===== src/source/cmdproc_defines.svh =====
//----------------------------------------------------------------------
// command processor constants
// frame length, firmware version, command codes and threshold scaling
//----------------------------------------------------------------------
`ifndef CMDPROC_DEFINES_SVH
`define CMDPROC_DEFINES_SVH

`define FRAME_BYTES    8        // bytes per command frame
`define FW_VERSION     32'd19   // returned by info selector 0

// command codes, carried in byte 0
`define CMD_INFO       8'd2
`define CMD_CLKSWITCH  8'd7
`define CMD_TRIG_CFG   8'd8
`define CMD_ACQ_CFG    8'd9
`define CMD_BOARDOUT   8'd10

// info sub-selectors, carried in byte 1
`define INFO_VERSION   8'd0
`define INFO_BOARDIN   8'd1
`define INFO_OVERRANGE 8'd2

`define THRESH_OFFSET  12'd128  // adc mid-scale
`define THRESH_SHIFT   4        // 8-bit setting up to 12-bit samples
`define THRESH_ROUND   12'd8    // half lsb of the shifted value
`define N_OVERRANGE    4        // ora0, ora1, orb0, orb1

`endif


===== src/source/cmdproc_pkg.sv =====
//----------------------------------------------------------------------
// command processor types
// vectors, frame and configuration structs, reply fsm states
//----------------------------------------------------------------------
`include "cmdproc_defines.svh"

package cmdproc_pkg;

	typedef logic [7:0]         byte_t;      // one stream byte
	typedef logic [31:0]        word_t;      // reply word, also counter width
	typedef logic signed [11:0] thresh_t;    // matches adc sample width
	typedef logic [9:0]         preoffset_t; // ram address offset

	// b0 is the command code, sits in the msbs
	typedef struct packed {
		byte_t b0;
		byte_t b1;
		byte_t b2;
		byte_t b3;
		byte_t b4;
		byte_t b5;
		byte_t b6;
		byte_t b7;
	} cmd_frame_t;

	typedef struct packed {
		thresh_t    lower_thresh;
		thresh_t    upper_thresh;
		preoffset_t pre_offset;   // samples kept before trigger
		byte_t      tot;          // time over threshold
		logic       trig_chan;
	} trig_cfg_t;

	typedef struct packed {
		logic [4:0] downsample;   // power-of-two exponent
		logic       highres;      // sum instead of decimate
		byte_t      merging;
	} acq_cfg_t;

	typedef word_t [`N_OVERRANGE-1:0] ovr_counts_t;

	typedef enum logic [1:0] {
		TX_IDLE,
		TX_DATA,
		TX_CLOSE
	} tx_state_t;

endpackage


===== src/source/cmd_frame_rx.sv =====
//----------------------------------------------------------------------
// command frame receiver
// collects eight stream bytes and holds off until re-armed
//----------------------------------------------------------------------
`timescale 1ns/1ps
`include "cmdproc_defines.svh"

module cmd_frame_rx (
	input  logic                   clk,
	input  logic                   rstn,
	input  logic                   i_tvalid,
	input  cmdproc_pkg::byte_t     i_tdata,
	input  logic                   i_rearm,     // reply sent or frame dropped
	output logic                   o_tready,
	output cmdproc_pkg::cmd_frame_t o_frame,
	output logic                   o_frame_stb
);

	localparam int CNT_W = $clog2(`FRAME_BYTES);

	logic [CNT_W-1:0]               byte_cnt;   // slot of the next byte
	logic [(`FRAME_BYTES-1)*8-1:0]  shift_q;    // first bytes of the frame
	logic                           take;
	logic                           last_byte;

	assign take      = i_tvalid & o_tready;
	assign last_byte = (byte_cnt == CNT_W'(`FRAME_BYTES - 1));

	//------------------------------------------------------------------
	// control
	//------------------------------------------------------------------
	always_ff @(posedge clk or negedge rstn) begin
		if (!rstn) begin
			byte_cnt    <= '0;
			o_tready    <= 1'b1;              // armed out of reset
			o_frame_stb <= 1'b0;
		end else begin
			o_frame_stb <= 1'b0;
			if (take) begin
				if (last_byte) begin
					byte_cnt    <= '0;
					o_frame_stb <= 1'b1;
					o_tready    <= 1'b0;      // one frame in flight
				end else begin
					byte_cnt <= byte_cnt + 1'b1;
				end
			end else if (i_rearm) begin
				o_tready <= 1'b1;
			end
		end
	end

	// earlier bytes shift up so byte 0 lands in b0
	always_ff @(posedge clk) begin
		if (take) begin
			shift_q <= {shift_q[(`FRAME_BYTES-2)*8-1:0], i_tdata};
			if (last_byte)
				o_frame <= cmdproc_pkg::cmd_frame_t'({shift_q, i_tdata});
		end
	end

endmodule


===== src/source/overrange_counter.sv =====
//----------------------------------------------------------------------
// adc overrange counters
// one free-running count per flag, wraps at 32 bits
//----------------------------------------------------------------------
`timescale 1ns/1ps
`include "cmdproc_defines.svh"

module overrange_counter (
	input  logic                     clk,
	input  logic                     rstn,
	input  logic [`N_OVERRANGE-1:0]  i_overrange,  // one flag per adc half
	output cmdproc_pkg::ovr_counts_t o_counts
);

	always_ff @(posedge clk or negedge rstn) begin
		if (!rstn) begin
			o_counts <= '0;
		end else begin
			for (int k = 0; k < `N_OVERRANGE; k++) begin
				if (i_overrange[k])
					o_counts[k] <= o_counts[k] + 1'b1; // count every edge flag is high
			end
		end
	end

endmodule


===== src/source/cmd_decoder.sv =====
//----------------------------------------------------------------------
// command decoder
// executes a frame, keeps the configuration registers, forms the reply
//----------------------------------------------------------------------
`timescale 1ns/1ps
`include "cmdproc_defines.svh"

module cmd_decoder (
	input  logic                    clk,
	input  logic                    rstn,
	input  cmdproc_pkg::cmd_frame_t i_frame,
	input  logic                    i_frame_stb,
	input  cmdproc_pkg::byte_t      i_boardin,
	input  logic [3:0]              i_lockinfo,  // locked, activeclock, clkbad0/1
	input  cmdproc_pkg::ovr_counts_t i_counts,
	output cmdproc_pkg::trig_cfg_t  o_trig_cfg,
	output cmdproc_pkg::acq_cfg_t   o_acq_cfg,
	output cmdproc_pkg::byte_t      o_boardout,
	output logic                    o_clkswitch,
	output cmdproc_pkg::word_t      o_reply_word,
	output logic                    o_reply_stb,
	output logic                    o_drop        // unknown code, no reply
);

	logic [11:0]          b1_ext;
	logic [11:0]          b2_ext;
	cmdproc_pkg::thresh_t lo_thresh;
	cmdproc_pkg::thresh_t hi_thresh;
	cmdproc_pkg::word_t   info_word;

	//------------------------------------------------------------------
	// threshold scaling, 8-bit setting to 12-bit sample range
	//------------------------------------------------------------------
	assign b1_ext    = {4'd0, i_frame.b1};
	assign b2_ext    = {4'd0, i_frame.b2};
	// centre minus/plus half width, all modulo 12 bits
	assign lo_thresh = ((b1_ext - b2_ext - `THRESH_OFFSET) << `THRESH_SHIFT) + `THRESH_ROUND;
	assign hi_thresh = ((b1_ext + b2_ext - `THRESH_OFFSET) << `THRESH_SHIFT) + `THRESH_ROUND;

	// info read mux
	always_comb begin
		case (i_frame.b1)
			`INFO_VERSION:   info_word = `FW_VERSION;
			`INFO_BOARDIN:   info_word = {4{i_boardin}};
			`INFO_OVERRANGE: info_word = i_counts[i_frame.b2[1:0]];
			default:         info_word = '0;
		endcase
	end

	//------------------------------------------------------------------
	// configuration registers and reply strobes
	//------------------------------------------------------------------
	always_ff @(posedge clk or negedge rstn) begin
		if (!rstn) begin
			o_trig_cfg  <= '0;
			o_acq_cfg   <= '0;
			o_boardout  <= '0;
			o_clkswitch <= 1'b0;
			o_reply_stb <= 1'b0;
			o_drop      <= 1'b0;
		end else begin
			o_reply_stb <= 1'b0;
			o_drop      <= 1'b0;
			if (i_frame_stb) begin
				o_reply_stb <= 1'b1;               // cleared below for unknown codes
				case (i_frame.b0)
					`CMD_INFO: ;                   // read only
					`CMD_CLKSWITCH: begin
						o_clkswitch <= ~o_clkswitch;
					end
					`CMD_TRIG_CFG: begin
						o_trig_cfg.lower_thresh <= lo_thresh;
						o_trig_cfg.upper_thresh <= hi_thresh;
						o_trig_cfg.pre_offset   <= {i_frame.b3[1:0], i_frame.b4};
						o_trig_cfg.tot          <= i_frame.b5;
						o_trig_cfg.trig_chan    <= i_frame.b6[0];
					end
					`CMD_ACQ_CFG: begin
						o_acq_cfg.downsample <= i_frame.b1[4:0];
						o_acq_cfg.highres    <= i_frame.b2[0];
						o_acq_cfg.merging    <= i_frame.b3;
					end
					`CMD_BOARDOUT: begin
						o_boardout[i_frame.b1[2:0]] <= i_frame.b2[0]; // one bit per command
					end
					default: begin
						o_reply_stb <= 1'b0;
						o_drop      <= 1'b1;       // re-arm the receiver silently
					end
				endcase
			end
		end
	end

	// reply word, built from register values before this update
	always_ff @(posedge clk) begin
		if (i_frame_stb) begin
			case (i_frame.b0)
				`CMD_INFO:      o_reply_word <= info_word;
				`CMD_CLKSWITCH: o_reply_word <= {20'd0, i_lockinfo, 7'd0, ~o_clkswitch};
				`CMD_TRIG_CFG:  o_reply_word <= 32'd8;    // echo of the command
				`CMD_ACQ_CFG:   o_reply_word <= 32'd9;
				`CMD_BOARDOUT:  o_reply_word <= {24'd0, o_boardout}; // previous byte
				default:        o_reply_word <= o_reply_word;
			endcase
		end
	end

endmodule


===== src/source/reply_tx.sv =====
//----------------------------------------------------------------------
// reply transmitter
// sends one word as a full-keep data beat plus an empty closing beat
//----------------------------------------------------------------------
`timescale 1ns/1ps

module reply_tx (
	input  logic                clk,
	input  logic                rstn,
	input  cmdproc_pkg::word_t  i_reply_word,
	input  logic                i_reply_stb,
	input  logic                i_tready,
	output logic                o_tvalid,
	output cmdproc_pkg::word_t  o_tdata,
	output logic [3:0]          o_tkeep,
	output logic                o_tlast,
	output logic                o_done        // both beats accepted
);

	cmdproc_pkg::tx_state_t state;

	//------------------------------------------------------------------
	// beat sequencing
	//------------------------------------------------------------------
	always_ff @(posedge clk or negedge rstn) begin
		if (!rstn) begin
			state  <= cmdproc_pkg::TX_IDLE;
			o_done <= 1'b0;
		end else begin
			o_done <= 1'b0;
			case (state)
				cmdproc_pkg::TX_IDLE:
					if (i_reply_stb) state <= cmdproc_pkg::TX_DATA;
				cmdproc_pkg::TX_DATA:
					if (i_tready) state <= cmdproc_pkg::TX_CLOSE; // four bytes gone
				cmdproc_pkg::TX_CLOSE:
					if (i_tready) begin
						state  <= cmdproc_pkg::TX_IDLE;
						o_done <= 1'b1;
					end
				default:
					state <= cmdproc_pkg::TX_IDLE;
			endcase
		end
	end

	// word stays put for both beats
	always_ff @(posedge clk) begin
		if (state == cmdproc_pkg::TX_IDLE && i_reply_stb)
			o_tdata <= i_reply_word;
	end

	// ft232h framing, keep follows the bytes still to send
	assign o_tvalid = (state != cmdproc_pkg::TX_IDLE);
	assign o_tkeep  = (state == cmdproc_pkg::TX_DATA) ? 4'b1111 : 4'b0000;
	assign o_tlast  = (state == cmdproc_pkg::TX_CLOSE);

endmodule


===== src/source/command_processor.sv =====
//----------------------------------------------------------------------
// command processor top
// frame receiver, decoder, reply transmitter and overrange counters
//----------------------------------------------------------------------
`timescale 1ns/1ps
`include "cmdproc_defines.svh"

module command_processor (
	input  logic                    clk,
	input  logic                    rstn,
	// command stream in
	input  logic                    i_tvalid,
	input  cmdproc_pkg::byte_t      i_tdata,
	output logic                    o_tready,
	// reply stream out
	output logic                    o_tvalid,
	output cmdproc_pkg::word_t      o_tdata,
	output logic [3:0]              o_tkeep,
	output logic                    o_tlast,
	input  logic                    i_tready,
	// board side
	input  cmdproc_pkg::byte_t      i_boardin,
	input  logic [3:0]              i_lockinfo,
	input  logic [`N_OVERRANGE-1:0] i_overrange,
	output cmdproc_pkg::trig_cfg_t  o_trig_cfg,
	output cmdproc_pkg::acq_cfg_t   o_acq_cfg,
	output cmdproc_pkg::byte_t      o_boardout,
	output logic                    o_clkswitch
);

	cmdproc_pkg::cmd_frame_t  frame;
	logic                     frame_stb;
	cmdproc_pkg::word_t       reply_word;
	logic                     reply_stb;
	logic                     done;
	logic                     drop;
	logic                     rearm;
	cmdproc_pkg::ovr_counts_t counts;

	assign rearm = done | drop;   // frame finished either way

	cmd_frame_rx cmd_frame_rx_inst (
		.clk         (clk),
		.rstn        (rstn),
		.i_tvalid    (i_tvalid),
		.i_tdata     (i_tdata),
		.i_rearm     (rearm),
		.o_tready    (o_tready),
		.o_frame     (frame),
		.o_frame_stb (frame_stb)
	);

	overrange_counter overrange_counter_inst (
		.clk         (clk),
		.rstn        (rstn),
		.i_overrange (i_overrange),
		.o_counts    (counts)
	);

	cmd_decoder cmd_decoder_inst (
		.clk          (clk),
		.rstn         (rstn),
		.i_frame      (frame),
		.i_frame_stb  (frame_stb),
		.i_boardin    (i_boardin),
		.i_lockinfo   (i_lockinfo),
		.i_counts     (counts),
		.o_trig_cfg   (o_trig_cfg),
		.o_acq_cfg    (o_acq_cfg),
		.o_boardout   (o_boardout),
		.o_clkswitch  (o_clkswitch),
		.o_reply_word (reply_word),
		.o_reply_stb  (reply_stb),
		.o_drop       (drop)
	);

	reply_tx reply_tx_inst (
		.clk          (clk),
		.rstn         (rstn),
		.i_reply_word (reply_word),
		.i_reply_stb  (reply_stb),
		.i_tready     (i_tready),
		.o_tvalid     (o_tvalid),
		.o_tdata      (o_tdata),
		.o_tkeep      (o_tkeep),
		.o_tlast      (o_tlast),
		.o_done       (done)
	);

endmodule


===== config.mk =====
export PLATFORM = sky130hd
export DESIGN_NAME = command_processor
export DESIGN_NICKNAME = d
export VERILOG_FILES = /design/src/source/cmdproc_pkg.sv /design/src/source/cmd_frame_rx.sv /design/src/source/overrange_counter.sv /design/src/source/cmd_decoder.sv /design/src/source/reply_tx.sv /design/src/source/command_processor.sv
export VERILOG_INCLUDE_DIRS = /design/src /design/src/source
export SDC_FILE = /design/constraint.sdc
export NUM_CORES = 1
export LEC_CHECK = 0
export ABC_AREA = 1
export BUFFER_PORTS_ARGS = -buffer_cell sky130_fd_sc_hd__buf_4
export CORE_UTILIZATION = 60
export DETAILED_ROUTE_END_ITERATION = 16
export MAX_ROUTING_LAYER = met4
export PLACE_DENSITY = 0.89
export RECOVER_POWER = 100
export SKIP_CTS_REPAIR_TIMING = 1
export SYNTH_ARGS = -nofsm -noshare
export SYNTH_HDL_FRONTEND = slang
export SYNTH_SLANG_ARGS = --single-unit

===== constraint.sdc =====
create_clock -name clk -period 4.6 [get_ports clk]
set_input_delay 0.92 -clock clk [delete_from_list [all_inputs] [get_ports clk]]
set_output_delay 0.92 -clock clk [all_outputs]
set_load 0.01 [all_outputs]

Word level (Yosys, flattened, before mapping)
Cells that the tools add are included.

Register bits after elaboration: 373. Output and inout bits: 105.

Bitwise logic cells: 3. Multiplexer cells: 24. Magnitude comparators: 3. Reduce and logical (&&, ||, !) cells: 16. Eq/ne operators: 14. Add/subtract/negate cells: 11.

Operators by type and width (number): one-hot mux 32 bit (5 select lines) (1); adder 32 x 1 -> 32 bit, second input constant (4); one-hot mux 32 bit (3 select lines) (1); binary-select mux 32 bit (select 2 bit) (1); two-way mux 32 bit (1); adder 12 x 4 -> 12 bit, second input constant (2); == test 8 x 4 -> 1 bit, second input constant (3); == test 8 x 2 -> 1 bit, second input constant (2); subtractor 8 bit, second input constant (2); AND reduction 2 bit (7); two-way mux 1 bit (12); adder 8 bit (1); bitwise mux 8 bit (1); == test 8 x 1 -> 1 bit, second input constant (1); == test 8 x 3 -> 1 bit, second input constant (1); zero test 8 bit (1); subtractor 8 bit (1); two-way mux 2 bit (3); != test 2 bit, second input constant (3); one-hot mux 2 bit (3 select lines) (1); nonzero test 5 bit (1); OR reduction 5 bit (1); less-than comparator 3 x 4 -> 1 bit, second input constant (1); two-way mux 4 bit (1); other kinds (16) (18).

Depth between registers and ports, before layout
Gate-level depths: netlist (run 1).

Depth in word-level cells: 5. Gate-level depth with buffers: 16. Depth with buffers taken out: 14.

By module
Synthesis (run 1) repeated with hierarchy kept, for this count alone.

Cell total of the unflattened synthesis: 1920. Area total of the unflattened synthesis: 18257.5 um2.

By module, submodules not included: overrange_counter (cells each 851, times used 1, area an instance 6954.2 um2); cmd_decoder (cells each 864, times used 1, area an instance 6321.1 um2); cmd_frame_rx (cells each 148, times used 1, area an instance 3846.2 um2); reply_tx (cells each 54, times used 1, area an instance 1124.8 um2); command_processor (cells each 3, times used 1, area an instance 11.3 um2).

Worst setup path before layout (run 1)
No wires, ideal clock.

Path type: in2reg. From: input i_tvalid. To: register cmd_frame_rx_inst.o_frame[16] in the netlist's numbering (enable). Library setup time: 0.457 ns. Stages on the path: 2. Data arrival time: 3.125 ns. Setup slack: 1.018 ns. Path through: nand2_1 -> nor2_1.

Cells in the longest elaborated chain, start to end: 2.

RTL lines: start, declared (line command_processor.sv:12) `input logic i_tvalid,`; bitwise AND 1 bit (line cmd_frame_rx.sv:26) `assign take = i_tvalid & o_tready;`; AND reduction 2 bit (no source line); end signal, assigned (line cmd_frame_rx.sv:58) `o_frame <= cmdproc_pkg::cmd_frame_t'({shift_q, i_tdata});`; end, declared (line cmd_frame_rx.sv:15) `output cmdproc_pkg::cmd_frame_t o_frame,`.

No other way between the ends. A chain may end at the register's enable or synchronous reset.

Final worst setup path (run 1)
From: register cmd_frame_rx_inst.byte_cnt[0]. To: register cmd_frame_rx_inst.o_frame[58] in the netlist's numbering (enable).

Cells in the longest elaborated chain, start to end: 2.

RTL lines: start, declared (line cmd_frame_rx.sv:21) `logic [CNT_W-1:0] byte_cnt;`; start signal, assigned (line cmd_frame_rx.sv:45) `byte_cnt <= byte_cnt + 1'b1;`; == test 3 bit (line cmd_frame_rx.sv:27) `` assign last_byte = (byte_cnt == CNT_W'(`FRAME_BYTES - 1)); ``; AND reduction 2 bit (no source line).

No other way between the ends.

==> out/results.txt, run 1 <==
Num ports = 133
Clock latency at the later pin of the worst-skew pair = 560 ps
Reg-to-reg critical path endpoint = cmd_frame_rx_inst.o_frame[58]
Final Worst Setup Slack = 1225 ps
Worst setup SP type = flip-flop
Clk_skew = 37.68 ps
Largest net degree at the start of global routing = 116
Top delay family on crit path = simple AND/OR/NAND/NOR gates
Netlist cell types = 44
Outcome = finished, violations left
First-pass GRT wire length = 71.37 mm
Initial Utilization = 61.10%
Final setup viols = 0
Antenna-violating nets left = 0
CP Max Fanout = 26
Worst min-delay path category = flip-flop to flip-flop
Leakage = 0.008825 µW
Drt wl/cell = 18.49 µm
Final core utilization = 67.75%
Hold Fails Final Rpt = 0
CTS tree = yes
Die area = 0.02992 mm²
Cell Area, Placed = 0.01872 mm²
Post-DP HPWL = 30.05 mm
CTS Buffer Depth = 3
Max cap viols = 3
Worst Min Path Start = cmd_decoder_inst.o_reply_word[17]
Syn avg cell area = 9.303 µm²
Layout cell share with drive strength beyond 1 = 6.428%
Synthesized flop and latch total = 365
Slowest CP cell = nor2_1
Synthesized area = 0.01754 mm²
Mapped Cells = 1885
Fin. max-slew vios = 112
DRT Wirelength = 44.79 mm
Layout area overhead = 10.88%
Post-synth EDFFs = 169
GR Overflow Total = 0
Remaining DRCs = 0
Maximum vdd drop = 478.2 µV
Area leader, netlist = edfxtp_1
Clk sinks = 365
Routability cong. = 0.9352
CP Class = flip-flop to flip-flop
Largest cells by area after synthesis = edfxtp_1, dfrtp_1, nand2_1, inv_1, xor2_1
Row count = 62
Final min period = 3375 ps
Req. time, crit path = 4810 ps
IO buf count = 126
Vias in the first global route = 13510
Post-synth top cells = nand2_1, inv_1, dfrtp_1
Ys flop type = dfrtp_1
WP buf/inv = 2
Failing checks = capacitance limit, slew limit
Critical Path AT = 3580 ps
Yosys top cell area share = 28.94%
Cell area after layout = 0.01944 mm²
N_diodes = 0
Worst reg2reg path depth = 5
Fillers = 2207
Post-place setup slack = 1960 ps
Most common cell in the netlist = nand2_1
RR Startpoint = cmd_frame_rx_inst.byte_cnt[0]
Internal reg-to-reg setup slack = 1220 ps
Htree depth = 2
Setup TNS = 0 ps
Nets = 2070
Ys Warns = 0
Die width = 173.0 µm
FFs w/ async S/R, synth = 53.70%
TritonCTS Buffers = 38
Part of the cycle the worst path needs = 73.38%
Worst-Margin Slew = 2761 ps
First-pass DRT Iterations = 6
Max Freq = 296.3 MHz
Initial antenna violation count = 0
Worst relative slew slack = -84.74%
Die height = 173.0 µm
Critical path, cell by cell = ha_1 -> ha_1 -> inv_1 -> nor2_1 -> buf_4
WHS Path Cells = 0
Via count = 13668
Seq/Total Area, Yosys = 56.91%
RSZ-0062 raised after global routing = false
Vias per inst = 5.643
Worst Setup SP = cmd_frame_rx_inst.byte_cnt[0]
GRT Total Usage = 31.35%
Min-Delay Endpoint = reply_tx_inst.o_tdata[17]
PwrDens = 429.6 mW/mm²
1st-iter DRT viols = 1216
Most frequent CP cell = ha_1
Core box area = 0.02870 mm²
Largest stage delay, worst path = 1630 ps
Root buffer cell = clkbuf_16
Clock slew at reported path FFs = 60 ps
Crit end category = flip-flop
[state kept, by name, summed over array words and instances, names as in the netlist]
| register | count |
|---|---|
| overrange_counter_inst.o_counts | 128 |
| cmd_frame_rx_inst.shift_q | 56 |
| cmd_frame_rx_inst.o_frame | 49 |
| cmd_decoder_inst.o_trig_cfg | 35 |
| cmd_decoder_inst.o_reply_word | 32 |
| reply_tx_inst.o_tdata | 32 |
| cmd_decoder_inst.o_acq_cfg | 14 |
| cmd_decoder_inst.o_boardout | 8 |
| cmd_frame_rx_inst.byte_cnt | 3 |
| reply_tx_inst.state | 2 |
| cmd_decoder_inst.o_clkswitch | 1 |
| cmd_decoder_inst.o_drop | 1 |
| cmd_decoder_inst.o_reply_stb | 1 |
| cmd_frame_rx_inst.o_frame_stb | 1 |
| cmd_frame_rx_inst.o_tready | 1 |
| reply_tx_inst.o_done | 1 |
[worst max-delay path by stage]
stage	to	slack [ps]	depth (start not counted)
after floorplan	cmd_frame_rx_inst.o_frame[16]	1020	2
after CTS	cmd_decoder_inst.o_trig_cfg[40]	1990	10
final	cmd_frame_rx_inst.o_frame[58]	1220	5
after global placement	cmd_frame_rx_inst.shift_q[33]	2020	4
after detailed placement	cmd_frame_rx_inst.shift_q[50]	1960	4
after global routing	cmd_frame_rx_inst.o_frame[34]	910	5
[power breakdown]
part	internal, µW	leakage (µW)	switching (µW)
clock network	2010	0.000666	1350
registers	3800	0.00394	279
logic	291	0.00422	616
[layout by cell type, fill, tap and decap left out, types with 3 or more instances in the layout]
master     instances
and2_1             3
xnor2_1           13
or2_2              3
a21oi_1            7
conb_1             6
clkbuf_16         39
nand4_1           49
xor2_1            70
o21ai_0           46
bufinv_16          7
nand2_2            6
nor3_1            19
clkbuf_4           9
clkbuf_8           3
clkinv_2           5
inv_2              5
nand2_1          626
ha_1              32
clkinv_4           4
edfxtp_1         169
buf_4             19
dfrtp_1          195
nor2_2            17
o211ai_1          42
nand3b_1          12
inv_1            219
clkbuf_1         111
nand3_1          122
nor2_1           155
[through the flow]
| step | hold WS, ps | total power, µW | instances |
|---|---|---|---|
| 6_report | 417.5 | 8354 | 2422 |
| 5_1_grt | 418.9 | 8646 | 2422 |
| 4_1_cts | 419.0 | 8418 | 2422 |
| 3_5_place_dp | 404.5 | 5051 | 2352 |
| 3_3_place_gp | 400.9 | 4972 | 2352 |
| 2_1_floorplan | 400.3 | 4703 | 1890 |
[layer usage]
metal | track usage, % | routed length (µm) | vias to the layer above
met5 | - | 0 | -
met4 | 15.15 | 2165 | 0
met3 | 5.475 | 3534 | 163
met2 | 50.79 | 21960 | 664
met1 | 38.28 | 17130 | 6543
li1 | - | - | 6298
[kinds of logic (layout without fill, tap and decap cells)]
logic type	after synthesis	count (layout)	share of synthesized area [%]
XOR/XNOR	83	83	4.145
AND/OR/NAND/NOR	1018	1018	25.69
flip-flops	365	365	56.91
multiplexers	1	1	0.06421
AO/OA/AOI/OAI	101	101	3.674
other	1	6	0.02138
adder cells (fa/ha/maj)	34	34	2.511
buffers and inverters	282	430	6.978
[area by class of cell]
class / instances / area (µm²) / share of cell area (%)
Sequential cell: 365 / 9981 / 51.33
Clock buffer: 47 / 1026 / 5.276
Tap cell: 384 / 480.5 / 2.471
Multi-Input combinational cell: 1243 / 6121 / 31.48
Inverter: 225 / 847.1 / 4.356
Clock inverter: 23 / 351.6 / 1.808
Timing Repair Buffer: 135 / 638.1 / 3.282
Note: power is estimated with default switching activity, not from simulation.
==> run 2, diff against run 1 <==
==> constraint.sdc (replaced) <==
create_clock -name clk -period 3.4 [get_ports clk]
set_input_delay 0.68 -clock clk [delete_from_list [all_inputs] [get_ports clk]]
set_output_delay 0.68 -clock clk [all_outputs]
set_load 0.01 [all_outputs]
==> out/results.txt, run 2 (synthesis results as in run 1) <==
First-pass DRT Iterations = 6
Antenna-violating nets left = 0
Root buffer cell = clkbuf_16
Largest stage delay, worst path = 790 ps
Row count = 62
1st-iter DRT viols = 1302
Setup TNS = 0 ps
Final min period = 2780 ps
IO buf count = 126
Worst-Margin Slew = 1857 ps
Hold Fails Final Rpt = 0
Worst relative slew slack = -23.81%
Part of the cycle the worst path needs = 81.75%
Vias in the first global route = 13370
Met1 Use GR = 38.35%
Outcome = finished, violations left
Clock latency at the later pin of the worst-skew pair = 560 ps
Switching power = 3017 µW
Layout area overhead = 10.63%
Clk sinks = 365
Met3 usage = 4.837%
DRT Wirelength = 44.26 mm
Req. time, crit path = 3580 ps
Clk_skew = 27.27 ps
TritonCTS Buffers = 38
Via count = 13621
CTS tree = yes
Flop pwr share = 50.1%
Top flop regs = overrange_counter_inst.o_counts x128, cmd_frame_rx_inst.shift_q x56, cmd_frame_rx_inst.o_frame x49
Switch share = 27.46%
Initial antenna violation count = 0
Hold_ws = 324.3 ps
Worst setup SP type = flip-flop
Clock slew at reported path FFs = 60 ps
Die height = 173.0 µm
PwrDens = 566.4 mW/mm²
Critical Path AT = 2960 ps
Most frequent CP cell = nand2_1
Fin. max-slew vios = 99
Final setup viols = 0
Most frequent cells in the layout = nand2_1, inv_1, dfrtp_1
Maximum vdd drop = 573.7 µV
P_int = 7972 µW
Combinational share of power = 11.2%
Largest net degree at the start of global routing = 101
GRT Total Usage = 30.93%
Die area = 0.02992 mm²
Crit end category = flip-flop
Drt wl/cell = 18.27 µm
Core box area = 0.02870 mm²
Final Worst Setup Slack = 620.3 ps
Busiest grt layer = met2
Max Freq = 359.8 MHz
Die width = 173.0 µm
CP Max Fanout = 33
N_diodes = 0
Most flop-heavy register = overrange_counter_inst.o_counts
Met2 global-route usage = 50.02%
Failing checks = capacitance limit, slew limit
Remaining DRCs = 0
Post-place setup slack = 1037 ps
First-pass GRT wire length = 70.42 mm
Critical path, cell by cell = inv_1 -> nand2_1 -> nor2_1 -> nand2_1 -> nand2_1 -> nor2_4 -> a21oi_1 -> buf_4
Routability cong. = 0.9221
Initial Utilization = 61.10%
Num ports = 133
Max cap viols = 2
Layout cell share with drive strength beyond 1 = 6.670%
Clk pwr share = 38.6%
Post-DP HPWL = 30.05 mm
Vias per inst = 5.622
CP Class = flip-flop to flip-flop
Nets = 2071
Max reg flops = 128
CTS Buffer Depth = 3
Leakage = 0.008821 µW
Htree depth = 2
Worst min-delay path category = input pin to flip-flop
Slowest CP cell = nor2_1
Most common cell after layout, fill and taps aside = nand2_1
GR Overflow Total = 0
RSZ-0062 raised after global routing = false
[run 2: metrics by stage]
| stage | util [%] | instances | area, µm² | total power, µW |
|---|---|---|---|---|
| after floorplan | - | 1890 | 17560 | 6363 |
| after global placement | 65.37 | 2353 | 18760 | 6735 |
| after detailed placement | 65.37 | 2353 | 18760 | 6829 |
| after CTS | 69.82 | 2423 | 20040 | 11080 |
| after global routing | 67.59 | 2423 | 19400 | 11380 |
| final | 67.59 | 2423 | 19400 | 10990 |
[run 2: area by class of cell]
class	count	area, µm²
clock buffer	48	998.5
clock inverter	22	277.8
fill	2253	9301
inverter	225	847.1
multi-input combinational	1243	6137
sequential	365	9981
tap	384	480.5
timing repair buffer	136	679.4
[run 2: final timing paths]
kind                       slack, ps  cells past startpoint                               from                                   to
min reg2reg                      420                      0  cmd_decoder_inst.o_reply_word[30]            reply_tx_inst.o_tdata[30]
max in group asynchronous       1590                      2                               rstn           cmd_frame_rx_inst.o_tready
min                              320                      1                         i_tdata[4]         cmd_frame_rx_inst.shift_q[4]
max                              620                      8      cmd_frame_rx_inst.o_frame[60]    cmd_decoder_inst.o_reply_word[15]
min in group asynchronous        630                      1                               rstn  overrange_counter_inst.o_counts[55]
max reg2reg                      620                      8      cmd_frame_rx_inst.o_frame[60]    cmd_decoder_inst.o_reply_word[15]
[run 2: routing by layer]
metal  vias up  wire, µm
li1       6279         -
met2       691     21250
met5         -         0
met1      6480     17100
met4         0      2342
met3       171      3565
[run 2: worst max-delay path: cells and delay by family (launching register included)]
kind                   cells  cell delay, ps
AO/OA/AOI/OAI              1             160
buffers and inverters      2             480
flip-flops                 1             370
AND/OR/NAND/NOR            5            1380
[run 2: power groups by stage]
stage               Combinational (µW)  Sequential [µW]  Clock [µW]
finish                            1230             5510        4250
global route                      1370             5550        4450
CTS                               1310             5500        4270
detailed placement                1260             5570           0
global placement                  1200             5540           0
floorplan                          898             5460           0
